**config.mk**
```make
export PLATFORM = sky130hd
export DESIGN_NAME = switch_alloc_top
export DESIGN_NICKNAME = d
export VERILOG_FILES = /design/src/source/alloc_pkg.sv /design/src/source/rr_ppe.sv /design/src/source/sep_allocator.sv /design/src/source/switch_alloc_top.sv
export SDC_FILE = /design/constraint.sdc
export NUM_CORES = 1
export LEC_CHECK = 0
export BUFFER_PORTS_ARGS = -buffer_cell sky130_fd_sc_hd__buf_4
export CAP_MARGIN = 40
export CORE_ASPECT_RATIO = 1.25
export CORE_MARGIN = 3
export CORE_UTILIZATION = 55
export CTS_CLUSTER_SIZE = 12
export DETAILED_ROUTE_END_ITERATION = 6
export PLACE_DENSITY = 0.75
export SKIP_LAST_GASP = 1
export SYNTH_ARGS = -nofsm -noshare
export SYNTH_HDL_FRONTEND = slang
export SYNTH_HIERARCHICAL = 1
export SYNTH_SLANG_ARGS = --single-unit
```
**constraint.sdc**
```tcl
create_clock -name i_clk -period 3 [get_ports i_clk]
set_input_delay 0.6 -clock i_clk [delete_from_list [all_inputs] [get_ports i_clk]]
set_output_delay 0.6 -clock i_clk [all_outputs]
set_load 0.05 [all_outputs]
```
**src/source/alloc_pkg.sv**
```systemverilog
// ----------------------------------------------------------
// Switch allocator shared definitions
// Port counts, index widths and flat vector types used by
// the separable allocator and its top level
// ----------------------------------------------------------
package alloc_pkg;

  // ----------------------------------------------------------
  // Sizes
  // ----------------------------------------------------------
  localparam int NUM_INPUTS  = 4;  // Requesting input ports
  localparam int NUM_OUTPUTS = 4;  // Output resources

  localparam int IN_IDX_W  = 2;  // Bits to name an input
  localparam int OUT_IDX_W = 2;  // Bits to name an output

  // ----------------------------------------------------------
  // Row and column masks
  // ----------------------------------------------------------
  // One input's request row or grant row, bit j is output j
  typedef logic [NUM_OUTPUTS-1:0] out_mask_t;

  // One output's column of inputs, bit i is input i
  typedef logic [NUM_INPUTS-1:0] in_mask_t;

  // ----------------------------------------------------------
  // Flat matrices
  // ----------------------------------------------------------
  // Input i at bits i*NUM_OUTPUTS upward
  typedef logic [NUM_INPUTS*NUM_OUTPUTS-1:0] req_matrix_t;

  // Output j at bits j*NUM_INPUTS upward
  typedef logic [NUM_OUTPUTS*NUM_INPUTS-1:0] grant_matrix_t;

  // ----------------------------------------------------------
  // Indices
  // ----------------------------------------------------------
  typedef logic [IN_IDX_W-1:0]  in_idx_t;   // Input number
  typedef logic [OUT_IDX_W-1:0] out_idx_t;  // Output number

  // One input index per output, one output index per input
  typedef logic [NUM_OUTPUTS*IN_IDX_W-1:0] in_idx_vec_t;
  typedef logic [NUM_INPUTS*OUT_IDX_W-1:0] out_idx_vec_t;

endpackage

```
**src/source/rr_ppe.sv**
```systemverilog
// ----------------------------------------------------------
// Round-robin programmable priority encoder
// Grants the first request at or above a registered pointer
// and moves the pointer past the winner on enabled cycles
// ----------------------------------------------------------
`timescale 1ns/1ps

module rr_ppe #(
  parameter int WIDTH = 4  // Number of competing requesters
) (
  input  logic             i_clk,
  input  logic             i_reset,
  input  logic             i_ce,       // Pointer update strobe
  input  logic [WIDTH-1:0] i_request,  // Request levels
  output logic [WIDTH-1:0] o_grant     // One-hot, or zero when idle
);

  // Pointer needs at least one bit even for a single requester
  localparam int PTR_W = (WIDTH > 1) ? $clog2(WIDTH) : 1;

  logic [PTR_W-1:0]   ptr_q;     // Highest priority position
  logic [PTR_W-1:0]   ptr_next;  // One past the winner
  logic [PTR_W-1:0]   win_pos;   // Position of the granted bit

  logic [2*WIDTH-1:0] req_dbl;   // Request repeated for rotation
  logic [2*WIDTH-1:0] req_shift;
  logic [WIDTH-1:0]   req_rot;   // Pointer position now at bit 0

  logic [WIDTH-1:0]   win_rot;   // Lowest set bit of rotated request
  logic [2*WIDTH-1:0] win_dbl;
  logic [2*WIDTH-1:0] win_shift;

  logic               any_req;

  // ----------------------------------------------------------
  // Rotate requests so the pointer lands on bit 0
  // ----------------------------------------------------------
  assign req_dbl   = {i_request, i_request};
  assign req_shift = req_dbl >> ptr_q;
  assign req_rot   = req_shift[WIDTH-1:0];  // bit k is request[(k+ptr) mod WIDTH]

  assign any_req = |i_request;

  // Isolate lowest set bit, two's complement trick
  assign win_rot = req_rot & (~req_rot + 1'b1);

  // ----------------------------------------------------------
  // Rotate the winner back to its real position
  // ----------------------------------------------------------
  assign win_dbl   = {win_rot, win_rot};
  assign win_shift = win_dbl << ptr_q;
  assign o_grant   = win_shift[2*WIDTH-1:WIDTH];  // Upper copy holds the wrapped result

  // Binary position of the one-hot grant
  always_comb begin
    win_pos = '0;
    for (int k = 0; k < WIDTH; k++) begin
      if (o_grant[k]) begin
        win_pos = PTR_W'(k);
      end
    end
  end

  // Next pointer, wraps at WIDTH even when not a power of two
  always_comb begin
    if (win_pos == PTR_W'(WIDTH - 1)) begin
      ptr_next = '0;
    end else begin
      ptr_next = win_pos + 1'b1;
    end
  end

  // ----------------------------------------------------------
  // Priority pointer
  // ----------------------------------------------------------
  // Moves only on a real grant, so a losing requester keeps
  // its place and is served within WIDTH enabled grants
  always_ff @(posedge i_clk) begin
    if (i_reset) begin
      ptr_q <= '0;
    end else if (i_ce && any_req) begin
      ptr_q <= ptr_next;
    end
  end

endmodule

```
**src/source/sep_allocator.sv**
```systemverilog
// ----------------------------------------------------------
// Input-first separable allocator
// Input arbiters pick one output per input, the picks are
// transposed, then output arbiters pick one input per output
// ----------------------------------------------------------
`timescale 1ns/1ps

module sep_allocator
  import alloc_pkg::*;
(
  input  logic          i_clk,
  input  logic          i_reset,
  input  logic          i_ce,       // Pointer update strobe for every arbiter
  input  req_matrix_t   i_request,  // Row per input, bit per output
  output grant_matrix_t o_grant     // Row per output, bit per input
);

  req_matrix_t   input_grant;   // Input stage result, row per input
  grant_matrix_t intermediate;  // Same bits, regrouped per output

  // ----------------------------------------------------------
  // Input stage
  // ----------------------------------------------------------
  // Each input chooses one of the outputs it asked for
  for (genvar i = 0; i < NUM_INPUTS; i++) begin : g_input_arb
    rr_ppe #(
      .WIDTH (NUM_OUTPUTS)
    ) u_in_ppe (
      .i_clk     (i_clk),
      .i_reset   (i_reset),
      .i_ce      (i_ce),
      .i_request (i_request[i*NUM_OUTPUTS +: NUM_OUTPUTS]),
      .o_grant   (input_grant[i*NUM_OUTPUTS +: NUM_OUTPUTS])
    );
  end

  // ----------------------------------------------------------
  // Transpose
  // ----------------------------------------------------------
  // Bit j of input row i becomes bit i of output column j
  always_comb begin
    intermediate = '0;
    for (int j = 0; j < NUM_OUTPUTS; j++) begin
      for (int i = 0; i < NUM_INPUTS; i++) begin
        intermediate[j*NUM_INPUTS + i] = input_grant[i*NUM_OUTPUTS + j];
      end
    end
  end

  // ----------------------------------------------------------
  // Output stage
  // ----------------------------------------------------------
  // Each output chooses one of the inputs that picked it.
  // An input offers itself to one output only, so the result
  // is a matching without any further checks
  for (genvar j = 0; j < NUM_OUTPUTS; j++) begin : g_output_arb
    rr_ppe #(
      .WIDTH (NUM_INPUTS)
    ) u_out_ppe (
      .i_clk     (i_clk),
      .i_reset   (i_reset),
      .i_ce      (i_ce),
      .i_request (intermediate[j*NUM_INPUTS +: NUM_INPUTS]),
      .o_grant   (o_grant[j*NUM_INPUTS +: NUM_INPUTS])
    );
  end

  // Note the input arbiters advance even when their pick
  // loses at the output stage, as in the classic separable
  // scheme; fairness comes from the output pointers

endmodule

```
**src/source/switch_alloc_top.sv**
```systemverilog
// ----------------------------------------------------------
// Switch allocator top level
// Encodes the grant matrix into output selects and input
// grant flags, registered on the clock enable
// ----------------------------------------------------------
`timescale 1ns/1ps

module switch_alloc_top
  import alloc_pkg::*;
(
  input  logic                   i_clk,
  input  logic                   i_reset,
  input  logic                   i_ce,          // Allocation strobe
  input  req_matrix_t            i_request,     // Row per input, bit per output
  output logic [NUM_OUTPUTS-1:0] o_out_valid,   // Output j has a winner
  output in_idx_vec_t            o_out_sel,     // Winning input per output
  output logic [NUM_INPUTS-1:0]  o_in_granted,  // Input i won something
  output out_idx_vec_t           o_in_port      // Output won per input
);

  // ----------------------------------------------------------
  // One-hot to binary
  // ----------------------------------------------------------
  function automatic in_idx_t enc_in(input in_mask_t onehot);
    in_idx_t idx;
    idx = '0;
    for (int i = 0; i < NUM_INPUTS; i++) begin
      if (onehot[i]) begin
        idx = IN_IDX_W'(i);
      end
    end
    return idx;
  endfunction

  function automatic out_idx_t enc_out(input out_mask_t onehot);
    out_idx_t idx;
    idx = '0;
    for (int j = 0; j < NUM_OUTPUTS; j++) begin
      if (onehot[j]) begin
        idx = OUT_IDX_W'(j);
      end
    end
    return idx;
  endfunction

  grant_matrix_t grant;  // Combinational allocation result

  in_mask_t  out_row [NUM_OUTPUTS];  // Inputs granted by output j
  out_mask_t in_row  [NUM_INPUTS];   // Outputs won by input i

  logic [NUM_OUTPUTS-1:0] out_valid_d;
  in_idx_vec_t            out_sel_d;
  logic [NUM_INPUTS-1:0]  in_granted_d;
  out_idx_vec_t           in_port_d;

  sep_allocator u_sep_allocator (
    .i_clk     (i_clk),
    .i_reset   (i_reset),
    .i_ce      (i_ce),
    .i_request (i_request),
    .o_grant   (grant)
  );

  // ----------------------------------------------------------
  // Regroup the grant matrix both ways
  // ----------------------------------------------------------
  for (genvar j = 0; j < NUM_OUTPUTS; j++) begin : g_out_row
    assign out_row[j] = grant[j*NUM_INPUTS +: NUM_INPUTS];
  end

  for (genvar i = 0; i < NUM_INPUTS; i++) begin : g_in_row
    for (genvar j = 0; j < NUM_OUTPUTS; j++) begin : g_bit
      assign in_row[i][j] = grant[j*NUM_INPUTS + i];  // Column bit of input i
    end
  end

  // ----------------------------------------------------------
  // Encode
  // ----------------------------------------------------------
  always_comb begin
    for (int j = 0; j < NUM_OUTPUTS; j++) begin
      out_valid_d[j]                       = |out_row[j];
      out_sel_d[j*IN_IDX_W +: IN_IDX_W]    = enc_in(out_row[j]);
    end
    for (int i = 0; i < NUM_INPUTS; i++) begin
      in_granted_d[i]                      = |in_row[i];    // At most one bit set
      in_port_d[i*OUT_IDX_W +: OUT_IDX_W]  = enc_out(in_row[i]);
    end
  end

  // ----------------------------------------------------------
  // Output registers
  // ----------------------------------------------------------
  // Selects stay stable for a whole cycle for the crossbar
  always_ff @(posedge i_clk) begin
    if (i_reset) begin
      o_out_valid  <= '0;
      o_out_sel    <= '0;
      o_in_granted <= '0;
      o_in_port    <= '0;
    end else if (i_ce) begin
      o_out_valid  <= out_valid_d;
      o_out_sel    <= out_sel_d;
      o_in_granted <= in_granted_d;
      o_in_port    <= in_port_d;
    end
  end

endmodule

```
==> flow_summary.json, run 1 <==
{
  "cts_tree": "built",
  "vias": 2513,
  "post-route-period-util_pct": 77.5,
  "finalSetupTns_ns": 0,
  "grt_usage_pct": 21.1,
  "finalSetupViolCount": 0,
  "globalplace.congestion": 0.802,
  "insertion_delay_ns": 0.29,
  "layout.nets": 363,
  "synth_common_cells": "nor2_1, dfxtp_1, a21oi_1, o41ai_2, nand2b_1",
  "io_buffers": 42,
  "worstPathMaxFanout": 7,
  "grt_overflow_total": 0,
  "comb_power_share_pct": 31.9,
  "relSlewSlack_pct": 59.1,
  "h-tree-depth": 2,
  "synth_top_area_cell": "dfxtp_1",
  "rows": 28,
  "startpoint_type": "input port",
  "internal_power_w": 0.00112,
  "power.switching_w": 0.000585,
  "worst_ir_drop_vdd_v": 0.000281,
  "wl_per_cell_um": 15.4,
  "cts_buffers": 5,
  "synth_most_common_cell": "nor2_1",
  "synth.cell_area_sq_um": 2790,
  "hp-class": "flip-flop to flip-flop",
  "status": "finished clean",
  "cts_setup_buffers": 0,
  "n_antenna_cell": 0,
  "powerDensity_nw_per_um2": 530,
  "start_util_pct": 57.7,
  "cts.path.max_buffers": 2,
  "yosys_warnings": 6,
  "synthCells": 310,
  "dieArea_sq_um": 5970,
  "final_layout_size_suffix_gt1_share_pct": 28.2,
  "final.min_clock_period_ns": 2.32,
  "swShare_pct": 34.4,
  "fmax_ghz": 0.430,
  "grt_pass1_wl_mm": 10.4,
  "p_leak_nw": 1.30,
  "dp_hpwl_mm": 4.39,
  "ctsHoldBuffers": 0,
  "antenna_left": 0,
  "report.final.slew_viol_count": 0,
  "fill_cells": 436,
  "synthArstFlopShare_pct": 0,
  "clock-root-buffer": "clkbuf_8",
  "power.clock.fraction_pct": 30.4,
  "multi_input_area_sq_um": 1840,
  "syn_area_per_cell_sq_um": 9.00,
  "dr.pass1.iters": 4,
  "syn-num-nets": 329,
  "synth-edff-count": 0,
  "drc": 0,
  "synth_ff_type": "dfxtp_1",
  "seq_area_frac_synth_pct": 28.7,
  "worst_ep_arrival_time_ns": 2.53,
  "area_growth_pct": 15.0,
  "worst_pin_slew_ns": 0.613,
  "final_hold_viol_count": 0,
  "drt_iter0_markers": 122,
  "num_io_pins": 43,
  "path_class": "input port to flip-flop",
  "clk_pin_slew_ns": 0.08,
  "fin_skew_ns": 0.00589,
  "grt_max_degree": 57,
  "yosys.area.top_type_share_pct": 28.7,
  "rsz0062_at_grt": "false",
  "antenna_found_initial": 0,
  "die_w_um": 69.7,
  "required_ns": 3.20,
  "holdWs_ns": 0.487,
  "wirelength_mm": 6.22,
  "ctsResizeCount": 0,
  "crit_path_end_kind": "flip-flop",
  "ys_types": 24,
  "register_area_sq_um": 801,
  "cts_sinks": 40,
  "maxCapViolations": 0,
  "dieHeight_um": 85.7,
  "ys_ff_latch": 40,
  "synth_area_leaders": "dfxtp_1, o41ai_2, nor2_1",
  "reg2reg_slack_ns": 0.71,
  "seqPwrFrac_pct": 37.8,
  "core_area_sq_um": 4830,
  "post_drt_via_cell_ratio": 6.22,
  "grt_pass1_vias": 2226
}
power by group through the flow:
| stage | logic, W | registers, W | clock network [W] |
|---|---|---|---|
| 6_report | 0.000542 | 0.000642 | 0.000516 |
| 5_1_grt | 0.000589 | 0.000652 | 0.000552 |
| 4_1_cts | 0.000543 | 0.000641 | 0.000529 |
| 3_5_place_dp | 0.000540 | 0.000653 | 0 |
| 3_3_place_gp | 0.000532 | 0.000651 | 0 |
| 2_1_floorplan | 0.000327 | 0.000726 | 0 |
cell families (layout without fill, tap and decap cells):
logic type / after synthesis / after routing / synth area share (%)
buf+inv: 29 / 63 / 5.51
compound gates: 120 / 120 / 42.2
flops: 40 / 40 / 28.7
simple gates: 121 / 121 / 23.6
flip-flops by register name, indices dropped and copies added (netlist names):
name and cells:
u_sep_allocator/g_output_arb.u_out_ppe/ptr_q 8, o_out_valid 4, o_in_port 8, o_out_sel 8
o_in_granted 4, u_sep_allocator/g_input_arb.u_in_ppe/ptr_q 8
path summary, 6_finish.rpt:
| check | from | depth (start not counted) | endpoint |
|---|---|---|---|
| setup reg to reg | flip-flop | 7 | o_in_port[2] |
| hold / removal | o_in_port[7] | 2 | o_in_port[7] |
| hold reg to reg | o_in_port[7] | 2 | o_in_port[7] |
| setup / recovery | i_request[8] | 8 | o_in_port[2] |
layer usage:
layer / part of all wire, % / global-route usage (%) / routed length (um) / vias up
met4: 0.90 / 5.92 / 56 / 0
met1: 45 / 25.6 / 2800 / 1187
met3: 4.0 / 3.99 / 248 / 5
li1: - / - / - / 1263
met2: 50 / 38.1 / 3120 / 58
met5: 0 / 0 / 0 / -
stage by stage:
stage | instance area (sq um) | cells | util (%) | setup slack, ns | power (W)
2_1_floorplan | 2790 | 310 | - | 0.730 | 0.00105
3_3_place_gp | 3080 | 397 | 63.7 | 0.445 | 0.00118
3_5_place_dp | 3080 | 397 | 63.7 | 0.414 | 0.00119
4_1_cts | 3210 | 404 | 66.4 | 0.714 | 0.00171
5_1_grt | 3210 | 404 | 66.4 | 0.568 | 0.00179
6_report | 3210 | 404 | 66.4 | 0.676 | 0.00170
critical path: stages:
cell and delay, ns:
buf_4 0.13, nor2b_1 0.13, o311ai_1 0.39, and2_1 0.35
a21oi_1 0.12, o211a_1 0.31, or2b_1 0.25, a311oi_1 0.24
cell usage in the layout, fill, tap and decap left out:
master     instances
clkbuf_8           5
inv_1              6
nand2b_1          23
dfxtp_1           40
o41ai_2           24
a21oi_1           24
nor2b_1            9
a311oi_1          14
bufinv_16          2
nor2_1            48
a21oi_2            8
or3_1              8
or2b_1             1
nand3b_1          16
o211a_1            8
and2_1            16
inv_2              8
o22ai_1            8
o221a_4            8
buf_4             42
a211oi_1          10
o311ai_1           8
o21ai_0            8
final cells by class:
type                    instances  share of cell area (%)
clock buffers                   5                    2.14
clock inverters                 2                    1.87
inverters                      14                    1.64
flip-flops and latches         40                    25.0
multi-input cells             241                    57.2
repair buffers                 42                    9.82
well taps                      60                    2.34
No activity file was read; power rests on OpenSTA's default activity.
==> run 2, diff against run 1 <==
- CORE_UTILIZATION: 55 -> 52
- PLACE_DENSITY: 0.75 -> 0.74
- clock period: 3 -> 1.99 ns (I/O delays scaled with it)
==> run 2 against run 1 <==
  * The flow now finishes with violations (setup timing)
  * Clock power is 33% higher
  * Core utilization is 9.8 points higher
  * Count of clock-buffer cells in the layout stayed put
  * Flip-flop and latch count stayed put
  * First-iteration DRC count is 34% higher
  * Die area is 5.3% higher
  * Design area is 21% higher
  * Wire length is 23% higher
  * Total power is 62% higher
  * Sequential power is 52% higher
  * Sequential share of layout area is 3.8 points lower
  * Critical path depth is 2 higher
  * Critical path type is now flip-flop to flip-flop
  * Largest cell class unchanged
==> flow_summary.json, run 2 (synthesis results as in run 1) <==
{
  "status": "finished with violations",
  "violations": "setup timing",
  "report.final.slew_viol_count": 0,
  "n_antenna_cell": 0,
  "layout.nets": 431,
  "antenna_found_initial": 0,
  "cts_tree": "built",
  "clock-root-buffer": "clkbuf_8",
  "hp-class": "flip-flop to flip-flop",
  "worstPathMaxFanout": 7,
  "worst_ir_drop_vdd_v": 0.000327,
  "grt_overflow_total": 0,
  "wl_per_cell_um": 16.1,
  "globalplace.congestion": 0.844,
  "worst_slack_ns": -0.0197,
  "p_leak_nw": 1.65,
  "dp_worst_setup_slack_ns": -0.224,
  "drt_iter0_markers": 164,
  "maxCapViolations": 0,
  "area_growth_pct": 39.6,
  "final.min_clock_period_ns": 2.01,
  "rows": 29,
  "final_layout_size_suffix_gt1_share_pct": 49.6,
  "register_area_sq_um": 826,
  "crit_path_end_kind": "flip-flop",
  "worst_pin_slew_ns": 0.524,
  "grt_usage_pct": 22.7,
  "finalSetupViolCount": 2,
  "fill_cells": 366,
  "start_util_pct": 54.6,
  "required_ns": 2.20,
  "dieHeight_um": 87.9,
  "final_cell_mix": "buf_4, nor2_1, dfxtp_1",
  "rsz0062_at_grt": "true",
  "path_class": "flip-flop to flip-flop",
  "swShare_pct": 36.2,
  "fmax_ghz": 0.498,
  "dieArea_sq_um": 6290,
  "h-tree-depth": 2,
  "cts_sinks": 40,
  "grt_pass1_wl_mm": 11.6,
  "fin_skew_ns": 0.00463,
  "die_w_um": 71.5,
  "power.clock.fraction_pct": 25.0,
  "clk_pin_slew_ns": 0.09,
  "post-route-period-util_pct": 101,
  "comb_power_share_pct": 39.6,
  "io_buffers": 42,
  "vias": 2859,
  "power_w": 0.00275,
  "wirelength_mm": 7.66,
  "dr.pass1.iters": 4,
  "grt_max_degree": 48,
  "seqPwrFrac_pct": 35.4,
  "final_hold_viol_count": 0,
  "antenna_left": 0,
  "multi_input_area_sq_um": 2000,
  "finalSetupTns_ns": -0.0231,
  "powerDensity_nw_per_um2": 706,
  "post_drt_via_cell_ratio": 6.02,
  "grt_pass1_vias": 2574,
  "cts_buffers": 5,
  "core_area_sq_um": 5120,
  "startpoint_type": "flip-flop",
  "power.switching_w": 0.000996,
  "worst_ep_arrival_time_ns": 2.21,
  "dp_hpwl_mm": 5.11,
  "ctsHoldBuffers": 0,
  "cts.path.max_buffers": 2,
  "final_common_cell": "buf_4",
  "internal_power_w": 0.00175,
  "drc": 0,
  "num_io_pins": 43,
  "insertion_delay_ns": 0.29,
  "relSlewSlack_pct": 64.7
}
## run 2: cell count changes in the layout (fill, tap and decap cells not counted), moves of 5 or more
cell      before  now
o311ai_1       8    1
dfxtp_4        0    6
o311ai_2       0    5
and2_4         0   11
buf_4         42  110
and2_1        16    5
dfxtp_1       40   32
## run 2: path summary, 6_finish.rpt
kind	startpoint	endpoint	slack [ns]	cells after the start
worst max-delay path	flip-flop	flip-flop	-0.02	10
worst min-delay path	o_out_sel[3]	o_out_sel[3]	0.48	2
worst max register to register	flip-flop	flip-flop	-0.02	10
worst min register to register	o_out_sel[3]	o_out_sel[3]	0.48	2
## run 2: power groups by stage
stage	Combinational [W]	Sequential, W	Clock [W]
final	0.00109	0.000973	0.000687
after global routing	0.00117	0.000987	0.000738
after CTS	0.000994	0.000966	0.000708
after detailed placement	0.000976	0.000980	0
after global placement	0.000956	0.000975	0
after floorplan	0.000498	0.00109	0
## run 2: layout make-up
class,count,share of cell area [%]
clock buffers,5,1.77
clock inverters,3,1.19
inverters,14,1.35
multi-input cells,241,51.3
flip-flops and latches,40,21.2
well taps,62,1.99
repair buffers,110,21.2
## run 2: repair_timing
action,CTS,global route
buffers inserted,0,6
pin swaps,2,17
endpoints found under the setup margin,15,26
hold endpoints to repair,0,0
gates resized for setup,13,37
## run 2: worst max-delay path: stages, from the launching register on
cell and delay (ns):
dfxtp_4 0.38, buf_4 0.15, a21oi_2 0.14, o22ai_1 0.08, and2_1 0.16, buf_4 0.16
o21ai_0 0.20, o211a_1 0.30, buf_4 0.15, a21oi_2 0.03, o41ai_2 0.18
## run 2: per-layer routing
metal  track usage [%]  part of all wire [%]  vias up  wire length [um]
met5                 0                     0        -                 0
met4              8.72                   1.6        0               125
met3              3.90                   4.1       12               311
met2              42.3                    54       77              4110
met1              25.3                    41     1371              3110
li1                  -                     -     1399                 -
## run 2: stage by stage
| step | cell area (sq um) | hold WS [ns] | util (%) | std cells |
|---|---|---|---|---|
| after floorplan | 2800 | 0.470 | - | 310 |
| after global placement | 3560 | 0.472 | 69.5 | 461 |
| after detailed placement | 3560 | 0.480 | 69.5 | 461 |
| after CTS | 3710 | 0.483 | 72.5 | 469 |
| after global routing | 3900 | 0.496 | 76.2 | 475 |
| final | 3900 | 0.484 | 76.2 | 475 |
